--- src/trace_pkg.sv ---
// trace_pkg: record word formats, command codes and register map of the trace front end
package trace_pkg;

  // record field widths, 18 bits per word in total
  localparam int REC_RULE_BITS  = 3;
  localparam int REC_DELTA_BITS = 13;
  localparam int REC_STAMP_BITS = 16;

  // command field of a record word, code 0 is never written
  typedef enum logic [1:0] {
    REC_MATCH = 2'd1,
    REC_TIME  = 2'd2
  } rec_cmd_t;

  typedef struct packed {
    rec_cmd_t                  cmd;
    logic [REC_RULE_BITS-1:0]  rule;   // lowest matched rule
    logic [REC_DELTA_BITS-1:0] delta;  // cycles since previous record
  } match_rec_t;

  typedef struct packed {
    rec_cmd_t                  cmd;
    logic [REC_STAMP_BITS-1:0] stamp;  // idle time covered by this record
  } time_rec_t;

  // cmd sits in the same two top bits of both views
  typedef union packed {
    match_rec_t mrec;
    time_rec_t  trec;
  } fe_record_t;

  // register byte offsets
  localparam logic [7:0] REG_CTRL       = 8'h00;
  localparam logic [7:0] REG_RULE_EN    = 8'h04;
  localparam logic [7:0] REG_STATUS     = 8'h08;
  localparam logic [7:0] REG_COUNT_BASE = 8'h10;  // one word per rule
  localparam logic [7:0] REG_RULE_BASE  = 8'h40;  // four words per rule

  localparam logic [1:0] AXI_RESP_OKAY = 2'b00;

endpackage

--- src/event_recorder.sv ---
// event_recorder: turns rule matches and idle time into record words and a trigger pulse
`timescale 1ns/1ps

module event_recorder #(
  parameter int MATCH_RULES = 8,
  parameter int DELTA_WIDTH = 13
) (
  input  logic                   fe_clk,
  input  logic                   reset,
  input  logic [MATCH_RULES-1:0] match_vec,
  input  logic                   arm,
  input  logic                   arm_start,
  input  logic [MATCH_RULES-1:0] trig_enable,
  output logic                   rec_wr,
  output trace_pkg::fe_record_t  rec_word,
  output logic                   trig_out
);
  import trace_pkg::*;

  localparam logic [DELTA_WIDTH-1:0] DELTA_MAX = '1;

  logic [DELTA_WIDTH-1:0]   delta_cnt;
  logic [REC_RULE_BITS-1:0] low_rule;
  logic                     any_match;
  logic                     delta_full;
  logic                     trig_hit;
  fe_record_t               next_word;

  assign any_match  = arm && (|match_vec);
  assign delta_full = arm && (delta_cnt == DELTA_MAX);
  assign trig_hit   = arm && (|(match_vec & trig_enable));

  // lowest index wins when several rules hit together
  always_comb begin
    low_rule = '0;
    for (int i = MATCH_RULES - 1; i >= 0; i--) begin
      if (match_vec[i]) begin
        low_rule = REC_RULE_BITS'(i);
      end
    end
  end

  always_comb begin
    next_word = '0;
    if (any_match) begin
      next_word.mrec.cmd   = REC_MATCH;
      next_word.mrec.rule  = low_rule;
      next_word.mrec.delta = REC_DELTA_BITS'(delta_cnt);
    end else begin
      next_word.trec.cmd   = REC_TIME;
      next_word.trec.stamp = REC_STAMP_BITS'(DELTA_MAX);
    end
  end

  // counts armed cycles, a match takes priority over the time record
  always_ff @(posedge fe_clk) begin
    if (reset || arm_start) begin
      delta_cnt <= '0;
    end else if (any_match) begin
      delta_cnt <= DELTA_WIDTH'(1);  // this cycle is the first one of the next gap
    end else if (delta_full) begin
      delta_cnt <= '0;
    end else if (arm) begin
      delta_cnt <= delta_cnt + 1'b1;
    end
  end

  always_ff @(posedge fe_clk) begin
    if (reset) begin
      rec_wr   <= 1'b0;
      trig_out <= 1'b0;
    end else begin
      rec_wr   <= any_match || delta_full;
      trig_out <= trig_hit;
    end
  end

  always_ff @(posedge fe_clk) begin
    if (any_match || delta_full) begin
      rec_word <= next_word;
    end
  end

endmodule

--- src/pattern_matcher.sv ---
// pattern_matcher: trace byte shift buffer, masked rule compare and per-rule match counters
`timescale 1ns/1ps

module pattern_matcher #(
  parameter int BUFFER_BITS = 64,
  parameter int MATCH_RULES = 8
) (
  input  logic                               fe_clk,
  input  logic                               reset,
  input  logic [7:0]                         trace_byte,
  input  logic                               trace_valid,
  input  logic                               arm,
  input  logic [MATCH_RULES-1:0]             rule_enable,
  input  logic [MATCH_RULES*BUFFER_BITS-1:0] patterns,
  input  logic [MATCH_RULES*BUFFER_BITS-1:0] masks,
  output logic [MATCH_RULES-1:0]             match_vec,
  output logic [MATCH_RULES*8-1:0]           match_counts,
  output logic                               arm_start
);

  logic [BUFFER_BITS-1:0] shift_buf;
  logic                   buf_new;    // buffer took a byte on the last edge
  logic                   arm_q;
  logic [MATCH_RULES-1:0] hit;
  logic [7:0]             count_q [MATCH_RULES];

  assign arm_start = arm & ~arm_q;

  // newest byte lands in the low bits
  always_ff @(posedge fe_clk) begin
    if (reset) begin
      shift_buf <= '0;
      buf_new   <= 1'b0;
      arm_q     <= 1'b0;
    end else begin
      if (trace_valid) begin
        shift_buf <= {shift_buf[BUFFER_BITS-9:0], trace_byte};
      end
      buf_new <= trace_valid;
      arm_q   <= arm;
    end
  end

  // only bits under the mask take part in the compare
  always_comb begin
    for (int i = 0; i < MATCH_RULES; i++) begin
      hit[i] = rule_enable[i] &&
               (((shift_buf ^ patterns[i*BUFFER_BITS +: BUFFER_BITS]) &
                 masks[i*BUFFER_BITS +: BUFFER_BITS]) == '0);
    end
  end

  always_ff @(posedge fe_clk) begin
    if (reset) begin
      match_vec <= '0;
    end else begin
      match_vec <= (buf_new && arm) ? hit : '0;  // one look per accepted byte
    end
  end

  // saturating counters, cleared when a capture is armed
  always_ff @(posedge fe_clk) begin
    if (reset || arm_start) begin
      for (int i = 0; i < MATCH_RULES; i++) begin
        count_q[i] <= 8'd0;
      end
    end else if (buf_new && arm) begin
      for (int i = 0; i < MATCH_RULES; i++) begin
        if (hit[i] && count_q[i] != 8'hff) begin
          count_q[i] <= count_q[i] + 8'd1;
        end
      end
    end
  end

  for (genvar g = 0; g < MATCH_RULES; g++) begin : g_count_out
    assign match_counts[g*8 +: 8] = count_q[g];
  end

endmodule

--- src/record_fifo.sv ---
// record_fifo: circular record buffer with valid/ready drain, level and sticky overflow
`timescale 1ns/1ps

module record_fifo #(
  parameter int FIFO_DEPTH = 16
) (
  input  logic                          fe_clk,
  input  logic                          reset,
  input  logic                          rec_wr,
  input  trace_pkg::fe_record_t         rec_word,
  input  logic                          rec_ready,
  input  logic                          clear_overflow,
  output logic                          rec_valid,
  output logic [17:0]                   rec_data,
  output logic [$clog2(FIFO_DEPTH):0]   fifo_level,
  output logic                          overflow
);
  import trace_pkg::*;

  localparam int AW = $clog2(FIFO_DEPTH);

  fe_record_t  mem [FIFO_DEPTH];
  logic [AW-1:0] wr_ptr;
  logic [AW-1:0] rd_ptr;
  logic          full;
  logic          push;
  logic          pop;

  assign full      = fifo_level == (AW + 1)'(FIFO_DEPTH);
  assign push      = rec_wr && !full;  // dropped when full
  assign pop       = rec_valid && rec_ready;
  assign rec_valid = fifo_level != '0;
  assign rec_data  = mem[rd_ptr];

  always_ff @(posedge fe_clk) begin
    if (push) begin
      mem[wr_ptr] <= rec_word;
    end
  end

  always_ff @(posedge fe_clk) begin
    if (reset) begin
      wr_ptr     <= '0;
      rd_ptr     <= '0;
      fifo_level <= '0;
      overflow   <= 1'b0;
    end else begin
      if (push) wr_ptr <= wr_ptr + 1'b1;  // pointers wrap at the power of two
      if (pop)  rd_ptr <= rd_ptr + 1'b1;
      if (push && !pop) begin
        fifo_level <= fifo_level + 1'b1;
      end else if (pop && !push) begin
        fifo_level <= fifo_level - 1'b1;
      end
      if (rec_wr && full) begin
        overflow <= 1'b1;
      end else if (clear_overflow) begin
        overflow <= 1'b0;
      end
    end
  end

endmodule

--- src/trace_regs.sv ---
// trace_regs: AXI4-Lite slave for arm control, rule patterns and masks, and status readback
`timescale 1ns/1ps

module trace_regs #(
  parameter int BUFFER_BITS = 64,
  parameter int MATCH_RULES = 8,
  parameter int FIFO_DEPTH  = 16
) (
  input  logic                               fe_clk,
  input  logic                               reset,
  input  logic                               awvalid,
  output logic                               awready,
  input  logic [7:0]                         awaddr,
  input  logic                               wvalid,
  output logic                               wready,
  input  logic [31:0]                        wdata,
  output logic                               bvalid,
  input  logic                               bready,
  output logic [1:0]                         bresp,
  input  logic                               arvalid,
  output logic                               arready,
  input  logic [7:0]                         araddr,
  output logic                               rvalid,
  input  logic                               rready,
  output logic [31:0]                        rdata,
  output logic [1:0]                         rresp,
  input  logic [MATCH_RULES*8-1:0]           match_counts,
  input  logic                               overflow,
  input  logic [$clog2(FIFO_DEPTH):0]        fifo_level,
  output logic                               arm,
  output logic                               clear_overflow,
  output logic [MATCH_RULES-1:0]             rule_enable,
  output logic [MATCH_RULES-1:0]             trig_enable,
  output logic [MATCH_RULES*BUFFER_BITS-1:0] patterns,
  output logic [MATCH_RULES*BUFFER_BITS-1:0] masks
);
  import trace_pkg::*;

  localparam int LEVEL_BITS = $clog2(FIFO_DEPTH) + 1;

  logic [BUFFER_BITS-1:0] pattern_q [MATCH_RULES];
  logic [BUFFER_BITS-1:0] mask_q    [MATCH_RULES];
  logic                   wr_en;
  logic                   rd_en;
  logic [7:0]             wr_rule_off;
  logic [7:0]             rd_rule_off;
  logic [7:0]             rd_cnt_off;
  logic [31:0]            rd_word;

  assign wr_en       = awready & awvalid & wvalid;  // address and data taken together
  assign rd_en       = arready & arvalid;
  assign wr_rule_off = awaddr - REG_RULE_BASE;
  assign rd_rule_off = araddr - REG_RULE_BASE;
  assign rd_cnt_off  = araddr - REG_COUNT_BASE;

  // every access completes without error
  assign bresp = AXI_RESP_OKAY;
  assign rresp = AXI_RESP_OKAY;

  // write channel, one transfer until the response is taken
  always_ff @(posedge fe_clk) begin
    if (reset) begin
      awready <= 1'b0;
      wready  <= 1'b0;
      bvalid  <= 1'b0;
    end else begin
      awready <= !awready && !bvalid && awvalid && wvalid;
      wready  <= !awready && !bvalid && awvalid && wvalid;
      if (wr_en) begin
        bvalid <= 1'b1;
      end else if (bvalid && bready) begin
        bvalid <= 1'b0;
      end
    end
  end

  always_ff @(posedge fe_clk) begin
    if (reset) begin
      arm            <= 1'b0;
      clear_overflow <= 1'b0;
      rule_enable    <= '0;
      trig_enable    <= '0;
      for (int i = 0; i < MATCH_RULES; i++) begin
        pattern_q[i] <= '0;
        mask_q[i]    <= '0;
      end
    end else begin
      clear_overflow <= 1'b0;  // single cycle strobe
      if (wr_en) begin
        if (awaddr == REG_CTRL) begin
          arm            <= wdata[0];
          clear_overflow <= wdata[1];
        end
        if (awaddr == REG_RULE_EN) begin
          rule_enable <= wdata[MATCH_RULES-1:0];
          trig_enable <= wdata[8 +: MATCH_RULES];
        end
        for (int i = 0; i < MATCH_RULES; i++) begin
          if (awaddr >= REG_RULE_BASE && wr_rule_off[7:4] == 4'(i)) begin
            case (wr_rule_off[3:2])
              2'd0:    pattern_q[i][31:0]            <= wdata;
              2'd1:    pattern_q[i][BUFFER_BITS-1:32] <= wdata[BUFFER_BITS-33:0];
              2'd2:    mask_q[i][31:0]               <= wdata;
              default: mask_q[i][BUFFER_BITS-1:32]    <= wdata[BUFFER_BITS-33:0];
            endcase
          end
        end
      end
    end
  end

  // readback mux, unmapped offsets give zero
  always_comb begin
    rd_word = '0;
    if (araddr == REG_CTRL) begin
      rd_word[0] = arm;  // bit1 is a strobe and reads back 0
    end else if (araddr == REG_RULE_EN) begin
      rd_word[MATCH_RULES-1:0]   = rule_enable;
      rd_word[8 +: MATCH_RULES]  = trig_enable;
    end else if (araddr == REG_STATUS) begin
      rd_word[0]               = overflow;
      rd_word[8 +: LEVEL_BITS] = fifo_level;
    end else if (araddr >= REG_COUNT_BASE && rd_cnt_off < 8'(4 * MATCH_RULES)) begin
      rd_word[7:0] = match_counts[rd_cnt_off[4:2] * 8 +: 8];
    end else if (araddr >= REG_RULE_BASE && rd_rule_off[7:4] < 4'(MATCH_RULES)) begin
      case (rd_rule_off[3:2])
        2'd0:    rd_word = pattern_q[rd_rule_off[6:4]][31:0];
        2'd1:    rd_word = pattern_q[rd_rule_off[6:4]][BUFFER_BITS-1:32];
        2'd2:    rd_word = mask_q[rd_rule_off[6:4]][31:0];
        default: rd_word = mask_q[rd_rule_off[6:4]][BUFFER_BITS-1:32];
      endcase
    end
  end

  // read channel
  always_ff @(posedge fe_clk) begin
    if (reset) begin
      arready <= 1'b0;
      rvalid  <= 1'b0;
    end else begin
      arready <= !arready && !rvalid && arvalid;
      if (rd_en) begin
        rvalid <= 1'b1;
      end else if (rvalid && rready) begin
        rvalid <= 1'b0;
      end
    end
  end

  always_ff @(posedge fe_clk) begin
    if (rd_en) begin
      rdata <= rd_word;  // held until rready
    end
  end

  for (genvar g = 0; g < MATCH_RULES; g++) begin : g_rule_out
    assign patterns[g*BUFFER_BITS +: BUFFER_BITS] = pattern_q[g];
    assign masks[g*BUFFER_BITS +: BUFFER_BITS]    = mask_q[g];
  end

endmodule

--- src/trace_top.sv ---
// trace_top: trace pattern-match capture front end, register slave beside a three stage pipe
`timescale 1ns/1ps

module trace_top #(
  parameter int BUFFER_BITS = 64,
  parameter int MATCH_RULES = 8,
  parameter int DELTA_WIDTH = 13,
  parameter int FIFO_DEPTH  = 16
) (
  input  logic        fe_clk,
  input  logic        reset,
  input  logic [7:0]  trace_byte,
  input  logic        trace_valid,
  input  logic        awvalid,
  output logic        awready,
  input  logic [7:0]  awaddr,
  input  logic        wvalid,
  output logic        wready,
  input  logic [31:0] wdata,
  output logic        bvalid,
  input  logic        bready,
  output logic [1:0]  bresp,
  input  logic        arvalid,
  output logic        arready,
  input  logic [7:0]  araddr,
  output logic        rvalid,
  input  logic        rready,
  output logic [31:0] rdata,
  output logic [1:0]  rresp,
  output logic        rec_valid,
  input  logic        rec_ready,
  output logic [17:0] rec_data,
  output logic        trig_out
);
  import trace_pkg::*;

  logic                               arm;
  logic                               arm_start;
  logic                               clear_overflow;
  logic                               overflow;
  logic [MATCH_RULES-1:0]             rule_enable;
  logic [MATCH_RULES-1:0]             trig_enable;
  logic [MATCH_RULES*BUFFER_BITS-1:0] patterns;
  logic [MATCH_RULES*BUFFER_BITS-1:0] masks;
  logic [MATCH_RULES*8-1:0]           match_counts;
  logic [MATCH_RULES-1:0]             match_vec;
  logic [$clog2(FIFO_DEPTH):0]        fifo_level;
  logic                               rec_wr;
  fe_record_t                         rec_word;

  trace_regs #(
    .BUFFER_BITS (BUFFER_BITS),
    .MATCH_RULES (MATCH_RULES),
    .FIFO_DEPTH  (FIFO_DEPTH)
  ) u_regs (
    .fe_clk, .reset,
    .awvalid, .awready, .awaddr, .wvalid, .wready, .wdata, .bvalid, .bready, .bresp,
    .arvalid, .arready, .araddr, .rvalid, .rready, .rdata, .rresp,
    .match_counts, .overflow, .fifo_level,
    .arm, .clear_overflow, .rule_enable, .trig_enable, .patterns, .masks
  );

  // stage 1
  pattern_matcher #(
    .BUFFER_BITS (BUFFER_BITS),
    .MATCH_RULES (MATCH_RULES)
  ) u_matcher (
    .fe_clk, .reset, .trace_byte, .trace_valid, .arm, .rule_enable, .patterns, .masks,
    .match_vec, .match_counts, .arm_start
  );

  // stage 2
  event_recorder #(
    .MATCH_RULES (MATCH_RULES),
    .DELTA_WIDTH (DELTA_WIDTH)
  ) u_recorder (
    .fe_clk, .reset, .match_vec, .arm, .arm_start, .trig_enable,
    .rec_wr, .rec_word, .trig_out
  );

  // stage 3
  record_fifo #(
    .FIFO_DEPTH (FIFO_DEPTH)
  ) u_fifo (
    .fe_clk, .reset, .rec_wr, .rec_word, .rec_ready, .clear_overflow,
    .rec_valid, .rec_data, .fifo_level, .overflow
  );

endmodule
--- config.mk ---
export PLATFORM = sky130hd
export DESIGN_NAME = trace_top
export DESIGN_NICKNAME = d
export VERILOG_FILES = /design/src/trace_pkg.sv /design/src/event_recorder.sv /design/src/pattern_matcher.sv /design/src/record_fifo.sv /design/src/trace_regs.sv /design/src/trace_top.sv
export SDC_FILE = /design/constraint.sdc
export NUM_CORES = 2
export LEC_CHECK = 0
export BUFFER_PORTS_ARGS = -buffer_cell sky130_fd_sc_hd__buf_4
export CORE_MARGIN = 2
export CORE_UTILIZATION = 57
export DETAILED_ROUTE_END_ITERATION = 10
export HOLD_SLACK_MARGIN = 0.06
export PLACE_DENSITY_LB_ADDON = 0.3
export SLEW_MARGIN = 15
export SYNTH_ARGS = -nofsm -noshare
export SYNTH_HDL_FRONTEND = slang
export SYNTH_HIERARCHICAL = 1
export SYNTH_SLANG_ARGS = --single-unit
export TNS_END_PERCENT = 30
--- constraint.sdc ---
create_clock -name fe_clk -period 2.85 [get_ports fe_clk]
set_clock_uncertainty 0.05 [all_clocks]
set_input_delay 0.285 -clock fe_clk [delete_from_list [all_inputs] [get_ports fe_clk]]
set_output_delay 0.285 -clock fe_clk [all_outputs]
set_load 0.05 [all_outputs]
---- Yosys cells after proc, flatten, opt, wreduce, memory -nomap -nowiden ----
Memories as Yosys holds them, arrays and structs flattened. A register that Yosys moved wholly into a read port is not among the register bits.
Cells that the tools add are included.
Widths: inputs -> output; s select.
cells by class
  $add $sub $neg .......................... 16
  shift-type cells ........................ 1
  mux-type cells .......................... 246
  magnitude comparators ................... 5
  reduce and logical (&&, ||, !) cells .... 82
  bitwise operators ....................... 66
  equality and inequality tests ........... 24
operator list
  operator               number
  $mux 32                37
  $and 64x64->64         8
  $logic_not 64->1       8
  $xor 64x64->64         8
  $mux 1                 181
  $pmux 32 s3            1
  $mux 8                 10
  $add 8x1->8 const B    8
  $ne 8x8->1 const B     8
  $shiftx 64x7->8        1
  $logic_and 1x1->1      42
  $or 1x1->1             40
  $mux 3                 9
  $mux 18                1
  $eq 4x3->1 const B     4
  $eq 8x3->1 const B     2
  $ge 8x7->1 const B     2
  $logic_not 8->1        2
  $mux 16                1
  $reduce_or 8->1        2
  $sub 8x7->8 const B    2
  $mux 5                 3
  $add 13x1->13 const B  1
  $eq 13x13->1 const B   1
  other kinds (30)       58
storage, ports and cells
  memories kept ........................... 4
  register bits after elaboration ......... 175
  input bits .............................. 65
  word-level logic and storage cells ...... 472
  output and inout port bits .............. 61
  bits in writable memories ............... 1,376
memory list
  name               words  bits a word  rd ports  clocked after memory_dff  wr ports  RTL line               source
  u_regs.mask_q      8      64           9         0                         8         trace_regs.sv:42       logic [BUFFER_BITS-1:0] mask_q [MATCH_RULES];
  u_regs.pattern_q   8      64           9         0                         8         trace_regs.sv:41       logic [BUFFER_BITS-1:0] pattern_q [MATCH_RULES];
  u_fifo.mem         16     18           1         1                         1         record_fifo.sv:22      fe_record_t mem [FIFO_DEPTH];
  u_matcher.count_q  8      8            8         0                         8         pattern_matcher.sv:25  logic [7:0] count_q [MATCH_RULES];

---- Depth between registers and ports, before layout ----
  depth in word-level cells ............... 12
  mapped depth ............................ 13
  gate-level depth less buffers ........... 9

---- Cells and area by module ----
The synthesis kept the hierarchy.
modules (own cells, without submodules)
  module           cells an instance  area each (um^2)  sequential area each (um^2)  instances
  trace_regs       2,993              46,026.6          32,150.8                     1
  pattern_matcher  1,442              13,206.4          3,403.3                      1
  record_fifo      560                11,776.3          9,008.6                      1
  event_recorder   124                1,412.6           840.8                        1

---- Worst setup path before layout ----
OpenSTA, ideal clock, no wires.
  path kind ............................... register to register
  from .................................... reg u_regs/wready (netlist name)
  to ...................................... mem u_regs.mask_q[1][0] (enable)
  slack ................................... -142 ps
  stages on the path, launching flop included .. 5
  buffers on the path ..................... 0
  period minus slack after synthesis ...... 2,992 ps
  arrival ................................. 2,548 ps
  required time ........................... 2,406 ps
  library setup time ...................... 394 ps
  cell sequence ........................... dfxtp_1 -> nand3_1 -> nor3b_1 -> nand2_1 -> nand2b_1
RTL lines
  what           RTL line
  end, declared  trace_regs.sv:42

==> run metrics <==
outcome finished with violations; failing checks negative setup slack; Detailed Routing Iterations Pass 1 9; crit path max fanout 10; Distinct cells, synth 78; final hold viol count 0; fraction of layout instances using a drive strength above 1 0.2419; Max Freq 341.9 MHz; number of port buffers 121; startpoint class of the critical path register; first-pass GRT wire length 391.9 mm; routability cong. 1.100; number of global-route vias before repair 49.32k; Lkg Pwr 0.03225 uW; Pwr Density 640.5 mW/mm^2; Clock Latency Late Sink 840 ps; Setup Viol. Count Final 49; Finished Cell Area 0.08453 sq mm; DRT met1 WL 92.66 mm; Core Area 0.1259 sq mm; MaxCap Viol Count 0; Routed Antenna Nets 0; clk slew on worst S/H paths 60 ps; Worst EP arrival 3410 ps; clock root cell clkbuf_16; post-route clock period utilization 1.026; Vias per Instance 7.127; H-tree Lvls 4; post-synthesis instance total 5119; Min Hold Slack 94.14 ps; Mapped Area 0.07242 sq mm; Die X 360.5 um; nets 5605; slew margin rel. 0.2158; num rows 130; DR vias 52.10k; dpl hpwl 200.0 mm; placed cells 6932; predominant post-synthesis flop cell edfxtp_1; Avg WL per Cell 39.51 um; Routed met3 length 50.88 mm; TritonCTS Sinks 1555; RSZ-0062 raised after global routing yes; Max VDD drop 0.6512 mV; initial drt markers 10.61k; initial antenna violation count 22; min Tclk post-route 2925 ps; total die area 0.1299 sq mm; WL final 288.8 mm; register bit count reported by yosys 1555; final-report max-slew violation count 0; register area share after synthesis 0.6269; Yosys Warn Count 6; hold crit path type in -> reg; initial core utilization 0.5753; worst-margin pin slew 1176 ps; Clock Path Buffers 3; Die H 360.5 um; crit path capture type register; Worst Path Required 3340 ps; post-synthesis area per instance 14.15 sq um; Post-synth EDFFs 1426; DR WL met2 118.7 mm; post-synthesis async set-or-reset flop share 0; # DRC 0; top routing layer used met5; non-filler cells, final 7310; GRT overflow 0; area grow syn2layout 16.72%; R2R Setup Slk -70 ps; Tot GR Track Use 0.4413; number of buffers created by CTS 161; Final WS setup -74.81 ps; pin count of the biggest net entering global routing 70; Setup CP Type reg -> reg; Filler Cells Inserted 8654; area post-placement 0.07778 sq mm; CTS tree done; Top Ports 126
==> cells by family (layout without fill, tap and decap cells) <==
| logic type | after synthesis | after routing | synth area share |
|---|---|---|---|
| xor gates and xnor gates | 579 | 579 | 0.07002 |
| other | 1 | 14 | 0.00005178 |
| buffers and inverters | 460 | 988 | 0.03072 |
| DFF | 1555 | 1555 | 0.6269 |
| adders and majority gates | 22 | 22 | 0.003904 |
| and+or+nand+nor | 1518 | 1518 | 0.09067 |
| AOI/OAI and AO/OA | 477 | 477 | 0.04805 |
| muxes | 507 | 507 | 0.1297 |
==> layout make-up <==
class,instances,area [sq um],share of cell area
antenna,10,25.02,0.0002960
clock buffer,219,4367,0.05166
clock inverter,76,885.9,0.01048
inverter,53,201.4,0.002383
multi-input combinational,3107,25450,0.3010
sequential,1555,45470,0.5379
tap,1650,2064,0.02442
timing repair buffer,640,6070,0.07181
==> metal layers <==
metal	vias up	global-route usage
li1	19920	-
met1	25670	0.5550
met4	34	0.3031
met5	-	0.01739
met2	5321	0.6163
met3	1150	0.1900
==> worst max-delay path, cell delays in order, from the launching register on <==
cell	delay, ps
dfxtp_1	330
buf_12	170
xor2_1	180
a22oi_1	250
nand4_1	330
nor4_4	460
buf_4	220
nand4_4	190
o31ai_2	260
buf_4	200
==> path summary, 6_finish.rpt <==
kind                                         from                                     end  cells after the start
max          u_matcher/shift_buf[27]$_SDFFE_PP0P_  u_matcher/count_q[0][12]$_SDFFCE_PN0P_                      9
max reg2reg  u_matcher/shift_buf[27]$_SDFFE_PP0P_  u_matcher/count_q[0][12]$_SDFFCE_PN0P_                      9
min                                     wdata[25]   u_regs/pattern_q[5][25]$_SDFFCE_PN0P_                      3
min reg2reg            u_regs/rvalid$_SDFFE_PP0P_               u_regs/arready$_SDFF_PP0_                      1
==> through the flow <==
stage | util | total power (uW) | worst slack, ps | setup TNS [ps]
final | 0.6714 | 54140 | -74.81 | -2175
after global routing | 0.6712 | 55020 | -101.3 | -1532
after CTS | 0.6693 | 53730 | -104.1 | -1289
after detailed placement | 0.6178 | 32630 | -670.8 | -33320
after global placement | 0.6178 | 32570 | -717.2 | -32270
after floorplan | - | 29810 | -141.5 | -21500
==> power by group <==
group | internal [uW] | switching [uW] | total [uW] | leakage [uW]
registers | 25700 | 820 | 26500 | 0.0158
logic | 2490 | 3990 | 6480 | 0.0139
clock network | 11800 | 9370 | 21200 | 0.00254
==> flip-flops by register name (all words and copies together) (netlist names), 13 cells and up, named ones only <==
| register | cells |
|---|---|
| u_fifo/mem | 288 |
| u_regs/pattern_q | 512 |
| u_recorder/rec_word | 18 |
| u_regs/rdata | 32 |
| u_recorder/delta_cnt | 13 |
| u_matcher/count_q | 64 |
| u_matcher/shift_buf | 64 |
| u_regs/mask_q | 512 |
==> timing repair <==
action | 4_1_cts | 5_1_grt
gates resized for setup | 103 | 66
buffers inserted | 7 | 0
gates cloned | 5 | 0
hold buffers | 64 | 0
hold endpoints to repair | 342 | 0
setup endpoints to repair | 111 | 100
pin swaps | 23 | 30
==> synth_stat cells (4+ instances only) <==
cell	count	area share
buf_6	31	0.0048
nand2_1	181	0.0094
mux2i_1	157	0.022
a22o_1	14	0.0017
buf_1	19	0.00098
nand3b_1	4	0.00041
or3_1	5	0.00043
o21ai_1	21	0.0015
dfxtp_1	129	0.036
a21o_1	9	0.00093
buf_2	85	0.0059
o221ai_1	9	0.0011
xnor2_1	29	0.0035
nor4_1	29	0.0025
a32o_1	6	0.00083
a222oi_1	8	0.0011
and2_1	5	0.00043
and3_1	23	0.0020
xor2_1	550	0.067
nand4_1	62	0.0054
edfxtp_1	1426	0.59
nor4_2	4	0.00069
a221oi_1	24	0.0029
and4_1	5	0.00060
inv_1	51	0.0026
nand3_1	57	0.0039
clkbuf_1	229	0.012
mux2_2	5	0.00078
a2bb2oi_1	5	0.00060
nor3_1	62	0.0043
a22oi_1	255	0.026
a32oi_1	4	0.00048
nand2b_1	68	0.0059
o31ai_1	4	0.00041
a21oi_1	49	0.0034
nor2b_1	8	0.00069
buf_4	41	0.0043
or2_2	17	0.0015
mux4_2	343	0.11
nor2_1	970	0.050
ha_1	21	0.0036
o21ai_0	15	0.0010
o22ai_1	31	0.0027
==> cells in the final DEF (no fill, tap or decap), types with 13 or more instances in the layout <==
master	count
inv_1	50
a21oi_1	49
a22oi_2	58
nand2b_1	44
dfxtp_1	98
buf_6	25
a221oi_1	23
edfxtp_1	1426
xnor2_1	29
nand4_1	62
nand2_2	15
clkbuf_1	46
nand3_1	54
nor4_1	22
dlygate4sd3_1	64
a22oi_1	197
nor2_1	958
buf_12	71
and3_1	23
dfxtp_2	21
buf_4	472
ha_1	20
xor2_1	547
clkinv_1	19
clkinv_2	26
o21ai_0	13
o22ai_1	31
clkbuf_16	161
o21ai_1	22
a22o_1	14
mux4_2	344
nand2_1	166
or2_2	17
nand2b_2	24
mux2i_1	157
nor3_1	56
No activity file was read; power rests on OpenSTA's default activity.
